`src/design/hamming_coeff.mem`:
```
// hamming window, 0.54 - 0.46*cos(2*pi*n/63) in Q1.11, one 12-bit hex coefficient per line, n = 0..63
0a3
0a8
0b6
0cd
0ed
116
147
180
1c0
206
252
2a4
2f9
352
3ae
40b
469
4c7
523
57d
5d5
628
677
6c1
704
740
775
7a2
7c7
7e2
7f5
7fe
7fe
7f5
7e2
7c7
7a2
775
740
704
6c1
677
628
5d5
57d
523
4c7
469
40b
3ae
352
2f9
2a4
252
206
1c0
180
147
116
0ed
0cd
0b6
0a8
0a3

```
`src/design/window_pkg.sv`:
```
package window_pkg;

    // frame geometry
    localparam int unsigned FRAME_LEN = 64;
    localparam int unsigned LANES     = 4;
    localparam int unsigned GROUPS    = FRAME_LEN / LANES;
    localparam int unsigned GROUP_W   = $clog2(GROUPS);
    localparam int unsigned IDX_W     = $clog2(FRAME_LEN);

    // data widths
    localparam int unsigned SAMPLE_W  = 12;
    localparam int unsigned COEF_W    = 12;
    localparam int unsigned PROD_W    = SAMPLE_W + COEF_W;

    // coefficients are Q1.11, result is product[22:11]
    localparam int unsigned FRAC_BITS = 11;

    // hamming table, 64 hex entries, symmetric
    localparam string COEF_FILE = "/design/src/design/hamming_coeff.mem";

endpackage

```
`src/design/apb_map_pkg.sv`:
```
package apb_map_pkg;

    localparam int unsigned APB_AW = 12;
    localparam int unsigned APB_DW = 32;

    // register map
    localparam logic [APB_AW-1:0] ADDR_CTRL   = 12'h000;
    localparam logic [APB_AW-1:0] ADDR_STATUS = 12'h004;
    localparam logic [APB_AW-1:0] SAMPLE_BASE = 12'h100;
    localparam logic [APB_AW-1:0] RESULT_BASE = 12'h200;

    // STATUS fields
    localparam int unsigned BUSY_BIT = 0;
    localparam int unsigned DONE_BIT = 1;

endpackage

```
`src/design/apb_window_regs.sv`:
```
`timescale 1ns/1ps

module apb_window_regs import window_pkg::*, apb_map_pkg::*; (
    input  logic                clk,
    input  logic                rst,
    input  logic [APB_AW-1:0]   paddr,
    input  logic                psel,
    input  logic                penable,
    input  logic                pwrite,
    input  logic [APB_DW-1:0]   pwdata,
    output logic [APB_DW-1:0]   prdata,
    output logic                pready,
    output logic                pslverr,
    output logic                smp_wr_en,
    output logic [IDX_W-1:0]    smp_wr_idx,
    output logic [SAMPLE_W-1:0] smp_wr_data,
    output logic                start,
    input  logic                frame_done,
    output logic [IDX_W-1:0]    rd_idx,
    input  logic [SAMPLE_W-1:0] rd_data
);

    logic busy;
    logic done;
    logic access;
    logic is_ctrl, is_status, is_sample, is_result;
    logic err;
    logic wr_ok, rd_ok;

    assign access = psel & penable;

    // 64 word-spaced entries per buffer window, unaligned addresses are unmapped
    assign is_ctrl   = (paddr == ADDR_CTRL);
    assign is_status = (paddr == ADDR_STATUS);
    assign is_sample = (paddr[APB_AW-1:IDX_W+2] == SAMPLE_BASE[APB_AW-1:IDX_W+2])
                       && (paddr[1:0] == 2'b00);
    assign is_result = (paddr[APB_AW-1:IDX_W+2] == RESULT_BASE[APB_AW-1:IDX_W+2])
                       && (paddr[1:0] == 2'b00);

    always_comb begin
        err = !(is_ctrl | is_status | is_sample | is_result);
        if (pwrite && (is_status || is_result))
            err = 1'b1;
        if (!pwrite && (is_ctrl || is_sample))
            err = 1'b1;
        // buffer and control are locked while a frame runs
        if (pwrite && busy && (is_ctrl || is_sample))
            err = 1'b1;
    end

    assign wr_ok   = access & pwrite & ~err;
    assign rd_ok   = access & ~pwrite & ~err;
    assign pready  = 1'b1;
    assign pslverr = access & err;

    assign smp_wr_en   = wr_ok & is_sample;
    assign smp_wr_idx  = paddr[IDX_W+1:2];
    assign smp_wr_data = pwdata[SAMPLE_W-1:0];
    assign rd_idx      = paddr[IDX_W+1:2];

    always_comb begin
        prdata = '0;
        if (rd_ok && is_status) begin
            prdata[BUSY_BIT] = busy;
            prdata[DONE_BIT] = done;
        end else if (rd_ok && is_result) begin
            prdata[SAMPLE_W-1:0] = rd_data;
        end
    end

    // start is bit 0 of CTRL
    always_ff @(posedge clk) begin
        if (rst) begin
            start <= 1'b0;
            busy  <= 1'b0;
            done  <= 1'b0;
        end else begin
            start <= wr_ok & is_ctrl & pwdata[0];
            if (wr_ok && is_ctrl && pwdata[0]) begin
                busy <= 1'b1;
                done <= 1'b0;
            end else if (frame_done) begin
                busy <= 1'b0;
                done <= 1'b1;
            end
        end
    end

endmodule

```
`src/design/frame_loader.sv`:
```
`timescale 1ns/1ps

module frame_loader import window_pkg::*; (
    input  logic                clk,
    input  logic                rst,
    input  logic                smp_wr_en,
    input  logic [IDX_W-1:0]    smp_wr_idx,
    input  logic [SAMPLE_W-1:0] smp_wr_data,
    input  logic                start,
    output logic                grp_valid,
    output logic [GROUP_W-1:0]  grp_idx,
    output logic [SAMPLE_W-1:0] grp_sample [LANES]
);

    localparam int unsigned LANE_W = IDX_W - GROUP_W;

    logic [SAMPLE_W-1:0] smp_buf [FRAME_LEN];

    always_ff @(posedge clk) begin
        if (rst) begin
            for (int i = 0; i < FRAME_LEN; i++)
                smp_buf[i] <= '0;
        end else if (smp_wr_en) begin
            smp_buf[smp_wr_idx] <= smp_wr_data;
        end
    end

    // group counter, one group per cycle for GROUPS cycles
    always_ff @(posedge clk) begin
        if (rst) begin
            grp_valid <= 1'b0;
            grp_idx   <= '0;
        end else if (start) begin
            grp_valid <= 1'b1;
            grp_idx   <= '0;
        end else if (grp_valid) begin
            grp_idx <= grp_idx + 1'b1;
            if (grp_idx == GROUP_W'(GROUPS - 1))
                grp_valid <= 1'b0;
        end
    end

    // lane n gets sample grp_idx*LANES + n
    for (genvar n = 0; n < LANES; n++) begin : taps
        assign grp_sample[n] = smp_buf[{grp_idx, LANE_W'(n)}];
    end

endmodule

```
`src/design/window_lane.sv`:
```
`timescale 1ns/1ps

module window_lane import window_pkg::*; #(
    parameter int unsigned LANE_ID = 0
) (
    input  logic                clk,
    input  logic                rst,
    input  logic                grp_valid,
    input  logic [GROUP_W-1:0]  grp_idx,
    input  logic [SAMPLE_W-1:0] sample,
    output logic                res_valid,
    output logic [GROUP_W-1:0]  res_grp,
    output logic [SAMPLE_W-1:0] res_value
);

    localparam int unsigned LANE_W = IDX_W - GROUP_W;

    logic [COEF_W-1:0]  coef_rom [FRAME_LEN];
    logic [PROD_W-1:0]  prod_s1;
    logic               valid_s1;
    logic [GROUP_W-1:0] grp_s1;

    initial $readmemh(COEF_FILE, coef_rom);

    always_ff @(posedge clk) begin
        if (rst) begin
            valid_s1  <= 1'b0;
            res_valid <= 1'b0;
        end else begin
            valid_s1  <= grp_valid;
            res_valid <= valid_s1;
        end
    end

    // stage 1 multiply, stage 2 drops the Q1.11 fraction
    always_ff @(posedge clk) begin
        prod_s1   <= PROD_W'(sample) * PROD_W'(coef_rom[{grp_idx, LANE_W'(LANE_ID)}]);
        grp_s1    <= grp_idx;
        res_value <= prod_s1[FRAC_BITS+SAMPLE_W-1:FRAC_BITS];
        res_grp   <= grp_s1;
    end

endmodule

```
`src/design/frame_collector.sv`:
```
`timescale 1ns/1ps

module frame_collector import window_pkg::*; (
    input  logic                clk,
    input  logic                rst,
    input  logic                res_valid [LANES],
    input  logic [GROUP_W-1:0]  res_grp   [LANES],
    input  logic [SAMPLE_W-1:0] res_value [LANES],
    output logic                frame_done,
    input  logic [IDX_W-1:0]    rd_idx,
    output logic [SAMPLE_W-1:0] rd_data
);

    localparam int unsigned LANE_W = IDX_W - GROUP_W;

    logic [SAMPLE_W-1:0] res_buf [FRAME_LEN];

    always_ff @(posedge clk) begin
        if (rst) begin
            for (int i = 0; i < FRAME_LEN; i++)
                res_buf[i] <= '0;
        end else begin
            for (int n = 0; n < LANES; n++) begin
                if (res_valid[n])
                    res_buf[{res_grp[n], LANE_W'(n)}] <= res_value[n];
            end
        end
    end

    // lanes run in lockstep, the last lane holds sample 63
    always_ff @(posedge clk) begin
        if (rst)
            frame_done <= 1'b0;
        else
            frame_done <= res_valid[LANES-1] && (res_grp[LANES-1] == GROUP_W'(GROUPS - 1));
    end

    assign rd_data = res_buf[rd_idx];

endmodule

```
`src/design/window_top.sv`:
```
`timescale 1ns/1ps

module window_top import window_pkg::*, apb_map_pkg::*; (
    input  logic              clk,
    input  logic              rst,
    input  logic [APB_AW-1:0] paddr,
    input  logic              psel,
    input  logic              penable,
    input  logic              pwrite,
    input  logic [APB_DW-1:0] pwdata,
    output logic [APB_DW-1:0] prdata,
    output logic              pready,
    output logic              pslverr
);

    logic                smp_wr_en;
    logic [IDX_W-1:0]    smp_wr_idx;
    logic [SAMPLE_W-1:0] smp_wr_data;
    logic                start;
    logic                frame_done;
    logic [IDX_W-1:0]    rd_idx;
    logic [SAMPLE_W-1:0] rd_data;

    logic                grp_valid;
    logic [GROUP_W-1:0]  grp_idx;
    logic [SAMPLE_W-1:0] grp_sample [LANES];

    logic                res_valid [LANES];
    logic [GROUP_W-1:0]  res_grp   [LANES];
    logic [SAMPLE_W-1:0] res_value [LANES];

    apb_window_regs u_regs (
        .clk         (clk),
        .rst         (rst),
        .paddr       (paddr),
        .psel        (psel),
        .penable     (penable),
        .pwrite      (pwrite),
        .pwdata      (pwdata),
        .prdata      (prdata),
        .pready      (pready),
        .pslverr     (pslverr),
        .smp_wr_en   (smp_wr_en),
        .smp_wr_idx  (smp_wr_idx),
        .smp_wr_data (smp_wr_data),
        .start       (start),
        .frame_done  (frame_done),
        .rd_idx      (rd_idx),
        .rd_data     (rd_data)
    );

    frame_loader u_loader (
        .clk         (clk),
        .rst         (rst),
        .smp_wr_en   (smp_wr_en),
        .smp_wr_idx  (smp_wr_idx),
        .smp_wr_data (smp_wr_data),
        .start       (start),
        .grp_valid   (grp_valid),
        .grp_idx     (grp_idx),
        .grp_sample  (grp_sample)
    );

    for (genvar n = 0; n < LANES; n++) begin : lanes
        window_lane #(.LANE_ID(n)) u_lane (
            .clk       (clk),
            .rst       (rst),
            .grp_valid (grp_valid),
            .grp_idx   (grp_idx),
            .sample    (grp_sample[n]),
            .res_valid (res_valid[n]),
            .res_grp   (res_grp[n]),
            .res_value (res_value[n])
        );
    end

    frame_collector u_collector (
        .clk        (clk),
        .rst        (rst),
        .res_valid  (res_valid),
        .res_grp    (res_grp),
        .res_value  (res_value),
        .frame_done (frame_done),
        .rd_idx     (rd_idx),
        .rd_data    (rd_data)
    );

endmodule

```
`config.mk`:
```
export PLATFORM = sky130hd
export DESIGN_NAME = window_top
export DESIGN_NICKNAME = d
export VERILOG_FILES = /design/src/design/window_pkg.sv /design/src/design/apb_map_pkg.sv /design/src/design/apb_window_regs.sv /design/src/design/frame_loader.sv /design/src/design/window_lane.sv /design/src/design/frame_collector.sv /design/src/design/window_top.sv
export SDC_FILE = /design/constraint.sdc
export NUM_CORES = 1
export LEC_CHECK = 0
export BUFFER_PORTS_ARGS = -buffer_cell sky130_fd_sc_hd__buf_4
export CORE_ASPECT_RATIO = 0.75
export CORE_UTILIZATION = 33
export CTS_CLUSTER_SIZE = 25
export DETAILED_ROUTE_END_ITERATION = 8
export GPL_TIMING_DRIVEN = 1
export PLACE_DENSITY = 0.76
export SLEW_MARGIN = 20
export SYNTH_ARGS = -nofsm -noshare
export SYNTH_HDL_FRONTEND = slang
export SYNTH_MEMORY_MAX_BITS = 65536
export SYNTH_SLANG_ARGS = --single-unit
```
`constraint.sdc`:
```
create_clock -name clk -period 2.05 [get_ports clk]
set_input_delay 0.41 -clock clk [delete_from_list [all_inputs] [get_ports clk]]
set_output_delay 0.41 -clock clk [all_outputs]
set_load 0.02 [all_outputs]
```
**After elaboration in Yosys (flattened, before gate mapping)**

Memories as Yosys holds them, arrays and structs flattened. A register that Yosys moved wholly into a read port is not among the register bits.
Index checks and enable logic that the tools add are counted.

- Register bits: 159
- Bits in writable memories: 1536
- Input bits: 49
- Output and inout bits: 34
- Word-level logic and storage cells: 111
- Memories kept: 2

- Add/subtract/negate cells: 1
- Multipliers: 4
- Eq/ne operators: 5
- Mux-type cells: 42
- Bitwise logic cells: 14
- Reductions and logical operators: 25

Memory list:

| name | depth | bits a word | rd ports | clocked after Yosys merged registers in | write ports | line | text |
|---|---|---|---|---|---|---|---|
| u_collector.res_buf | 64 | 12 | 1 | 0 | 64 | frame_collector.sv:16 | `logic [SAMPLE_W-1:0] res_buf [FRAME_LEN];` |
| u_loader.smp_buf | 64 | 12 | 4 | 4 | 64 | frame_loader.sv:17 | `logic [SAMPLE_W-1:0] smp_buf [FRAME_LEN];` |

Operator list:

| kind | count |
|---|---|
| $mul A12 B12 Y23 const B | 4 |
| $mux W6 | 13 |
| $mux W12 | 6 |
| $reduce_or A12 Y1 | 5 |
| $mux W1 | 21 |
| $eq A12 B3 Y1 const B | 1 |
| $logic_not A12 Y1 | 1 |
| $logic_and A1 B1 Y1 | 11 |
| $mux W10 | 1 |
| $and A1 B1 Y1 | 9 |
| $eq A4 B4 Y1 const B | 2 |
| $add A4 B1 Y4 const B | 1 |
| $eq A4 B1 Y1 const B | 1 |
| $eq A4 B2 Y1 const B | 1 |
| $reduce_or A2 Y1 | 2 |
| $or A1 B1 Y1 | 3 |
| $logic_not A1 Y1 | 2 |
| $logic_not A2 Y1 | 1 |
| $logic_or A1 B1 Y1 | 2 |
| $mux W2 | 1 |
| $not A1 Y1 | 2 |
| $reduce_bool A2 Y1 | 1 |

**Depth between registers and ports, before layout**

- Word-level depth: 16
- Depth in mapped cells: 4

**Modules after synthesis**

From an unflattened synthesis, not the netlist that was laid out.

- Cell total of the unflattened synthesis: 4808
- Area, all modules: 70839.2 um^2

Modules (own cells, without submodules):

| module | instances | cells an instance | area each (um^2) | seq. area each (um^2) |
|---|---|---|---|---|
| frame_collector | 1 | 2311 | 35431.5 | 23082.1 |
| frame_loader | 1 | 2292 | 33424.6 | 23242.3 |
| window_lane | 4 | 25 | 306.5 | 200.2 |
| apb_window_regs | 1 | 105 | 757.0 | 60.1 |

**Worst setup path before layout**

No wires, ideal clock.

- Kind: input-to-output
- Start point: input port paddr[5]
- End point: output port prdata[0]
- Arrival: 2.263 ns
- Required time: 1.640 ns
- Slack: -0.623 ns
- Stages on the path: 3
- Buffers on the path: 0
- Cells stage by stage: or4_4 or4_4 nor4b_1

- Word-level cells in the longest chain between the ends: 13
- Elaborated cells between the ends (all ways): 21
- Classes of those cells: eq/ne (1); mux (5); bitwise (5); reduce/logical (9); memory (1)

RTL lines:

| element | line | text |
|---|---|---|
| start: declaration | window_top.sv:6 | `input logic [APB_AW-1:0] paddr,` |
| $eq A12 B3 Y1 / $logic_not A12 Y1 (equally long branches) | apb_window_regs.sv:34, apb_window_regs.sv:33 |  |
| $or A1 B1 Y1 (3 in a row) | apb_window_regs.sv:41 | `err = !(is_ctrl \| is_status \| is_sample \| is_result);` |
| $logic_not A1 Y1 | apb_window_regs.sv:41 |  |
| $mux W1 | apb_window_regs.sv:42 | `if (pwrite && (is_status \|\| is_result))` |
| $mux W1 | apb_window_regs.sv:44 | `if (!pwrite && (is_ctrl \|\| is_sample))` |
| $mux W1 | apb_window_regs.sv:47 | `if (pwrite && busy && (is_ctrl \|\| is_sample))` |
| $not A1 Y1 | apb_window_regs.sv:52 | `assign rd_ok = access & ~pwrite & ~err;` |
| $and A1 B1 Y1 | apb_window_regs.sv:52 |  |
| $logic_and A1 B1 Y1 | apb_window_regs.sv:66 | `end else if (rd_ok && is_result) begin` |
| $mux W12 | apb_window_regs.sv:66 |  |
| $mux W2 * | apb_window_regs.sv:63 | `if (rd_ok && is_status) begin` |
| end: declaration | window_top.sv:11 | `output logic [APB_DW-1:0] prdata,` |

Every way passes the cells marked *; elsewhere a longest branch is shown, timed or not.

**Worst setup path in the final report**

- Start point: input port paddr[6]
- End point: output port prdata[0]

Same word-level chain as after synthesis.

==> out/qor.csv <==
metric;value;unit
skew final;0.00786;ns
FF-to-FF Start;u_regs.busy$_SDFFE_PP0P_;
Pwr Density;596;nW/µm²
worst skew pair latency;0.29;ns
Final Critical Period;2.37;ns
clock network fraction of design power;0.280;
Buf+Inv Stages, Crit Path;2;
Setup-failing EPs final;3;
sequential power share;0.556;
slowest stage cell, crit path;or4_4;
most frequent cells in the layout;conb_1, buf_4, dfxtp_1, nor2_1, nor3_1;
largest net degree at the start of global routing;13;
CTS root buf;clkbuf_4;
syn avg cell area;9.62;µm²
Top FF cell, synth;dfxtp_1;
Setup crit start;paddr[6];
Yosys reg bits;19;
failing checks;negative setup slack;
Comb pwr share;0.164;
non-filler cells, final;159;
crit path capture;prdata[0];
CP peak stage delay;0.54;ns
outcome;finished with violations;
worst reg2reg path endpoint;u_regs.done$_SDFFE_PP0P_;
max-cap violations;0;
vias in the first global route;486;
# diodes;0;
r2r setup slk;1.00;ns
Cells after Synth;94;
die height;47.3;µm
sequential share of the synthesized area;0.420;
ys async rst share;0;
DRC viols;0;
Peak supply drop;0.000219;V
vias per cell;4.01;
R2R cell count;4;
Yosys cell types;26;
Top Ports;83;
most used cell, CP;or4_4;
dpl hpwl;1220;µm
final WL;1520;µm
initial DRC count;19;
PnR worst setup slack;-0.319;ns
full die area;2960;µm²
sw frac;0.277;
die width;62.5;µm
Final Hold Vio Count;0;
All-Layer GR Usage;0.0911;
CP required;1.64;ns
Int Pwr;480;µW
first-pass detailed-route iteration total;4;
CTS Hold Buffers Added;0;
Final GP Congestion;0.705;
Core Footprint;2600;µm²
initial antenna violation count;0;
Placed Instances;154;
Area growth syn-to-layout;23.1;%
post-route ant nets;0;
Max Fclk;422;MHz
RSZ-0062 raised after global routing;yes;
Clock Sink Count;19;
CP Cell Sequence;buf_6, or4_4, or4_4, nor4b_4, buf_4;
hold depth;0;
total stage count of the critical path;5;
H-tree depth reported by CTS;1;
CTS Buffer Depth;2;
Final Net Count;174;
number of buffers created by CTS;3;
startpoint class of the critical path;input port;
wire length of the first global-routing pass;2000;µm
worst hold slack;0.342;ns
CP Capture Type;output pin;
EDFF count, synth;0;
post-layout util;0.428;
share of post-route cells with drive strength above 1;0.333;
Overflow after GRT;0;
Slew Limit Fails;0;
TritonCTS clock tree;yes;
row count;16;
post-DR wirelength/cell;9.57;µm
fin crit share;1.16;
critical-path maximum fanout;3;
Top delay family on crit path;simple AND/OR/NAND/NOR gates;
Mapped Area;905;µm²
count of port buffers added during placement;20;
Initial Util;0.348;
synth warn;0;
via count;637;
crit path kind;in -> out;
Pwr Total;663;µW
P_leak;0.000496;µW
Hold Path Class;reg -> reg;
CP arrival;1.96;ns
clock slew at reported path FFs;0.11;ns
NetSw;184;µW
most common cell after layout, fill and taps aside;conb_1;
-- cell families (layout without fill, tap and decap cells) --
group,Yosys count,in the layout,share of synthesized area
AO/OA/AOI/OAI,6,6,0.0539
XOR/XNOR,3,3,0.0291
adder cells (fa/ha/maj),1,1,0.0138
buffers and inverters,33,33,0.266
flip-flops,19,19,0.420
multiplexers,1,1,0.0111
other,2,31,0.00830
AND/OR/NAND/NOR,29,29,0.198
-- worst register-to-register path: stages (launching register included) --
cell and delay, ns:
dfxtp_2 0.34, buf_4 0.14, nor2_1 0.14, nand3_1 0.15, o21a_1 0.19
-- how the worst min path moves through the flow --
stage,startpoint,end,slack (ns)
2_1_floorplan,lanes[3].u_lane.grp_s1[0]$_DFF_P_,lanes[3].u_lane.res_grp[0]$_DFF_P_,0.31
3_3_place_gp,lanes[3].u_lane.grp_s1[3]$_DFF_P_,lanes[3].u_lane.res_grp[3]$_DFF_P_,0.31
3_5_place_dp,lanes[3].u_lane.grp_s1[3]$_DFF_P_,lanes[3].u_lane.res_grp[3]$_DFF_P_,0.31
4_1_cts,lanes[3].u_lane.grp_s1[0]$_DFF_P_,lanes[3].u_lane.res_grp[0]$_DFF_P_,0.34
5_1_grt,lanes[3].u_lane.grp_s1[1]$_DFF_P_,lanes[3].u_lane.res_grp[1]$_DFF_P_,0.35
6_report,lanes[3].u_lane.grp_s1[0]$_DFF_P_,lanes[3].u_lane.res_grp[0]$_DFF_P_,0.34
-- layer usage --
layer  vias up  global-route usage  routed length (µm)  part of all wire
met5         -                   0                   0                 0
met4         0              0.0419                   0                 0
met2        25               0.152                 756              0.50
met1       295               0.111                 689              0.45
met3         0              0.0291                  75             0.049
li1        317                   -                   -                 -
-- sequential cells by signal, summed over array words and instances (netlist names) --
register                flops
lanes.u_lane.grp_s1         4
lanes.u_lane.res_grp        4
u_loader.grp_idx            4
lanes.u_lane.res_valid      1
lanes.u_lane.valid_s1       1
u_collector.frame_done      1
u_loader.grp_valid          1
u_regs.busy                 1
u_regs.done                 1
u_regs.start                1
-- layout make-up --
cell class                 instances  area (µm²)
timing repair buffer              29         229
clock inverter                     1        7.51
fill                             262        1490
sequential                        19         382
clock buffer                       3        22.5
multi-input combinational         71         428
tap                               36        45.0
-- power by group through the flow --
stage                     Combinational (µW)  Clock [µW]  Sequential (µW)
after floorplan                          108           0              377
after global placement                   102           0              377
after detailed placement                 104           0              377
after CTS                                106         195              369
after global routing                     115         211              369
final                                    108         186              369
-- Yosys cell counts (all sizes together) (2+ instances only) --
cell type  number  area [µm²]
buf            31         233
dfxtp          19         380
nor2            5        18.8
nor3            5        25.0
nand2           3        11.3
nor3b           3        22.5
or4             3        30.0
clkbuf          2        7.51
conb            2        7.51
nand3           2        10.0
nand4           2        12.5
nor2b           2        12.5
nor4b           2        17.5
xor2            2        17.5
-- per-stage QoR --
stage / cell area (µm²) / worst slack [ns] / TNS (ns)
after global placement: 1060 / -0.403 / -1.07
after global routing: 1110 / -0.373 / -0.907
final: 1110 / -0.319 / -0.763
after detailed placement: 1060 / -0.420 / -1.17
after CTS: 1110 / -0.313 / -0.762
after floorplan: 1040 / -0.266 / -0.533
-- what timing repair did --
action | in CTS | in global routing
resized for setup | 4 | 1
setup buffers | 1 | 0
pin swaps | 7 | 0
endpoints found under the setup margin | 3 | 3
Power figures use the tool's default switching activity.
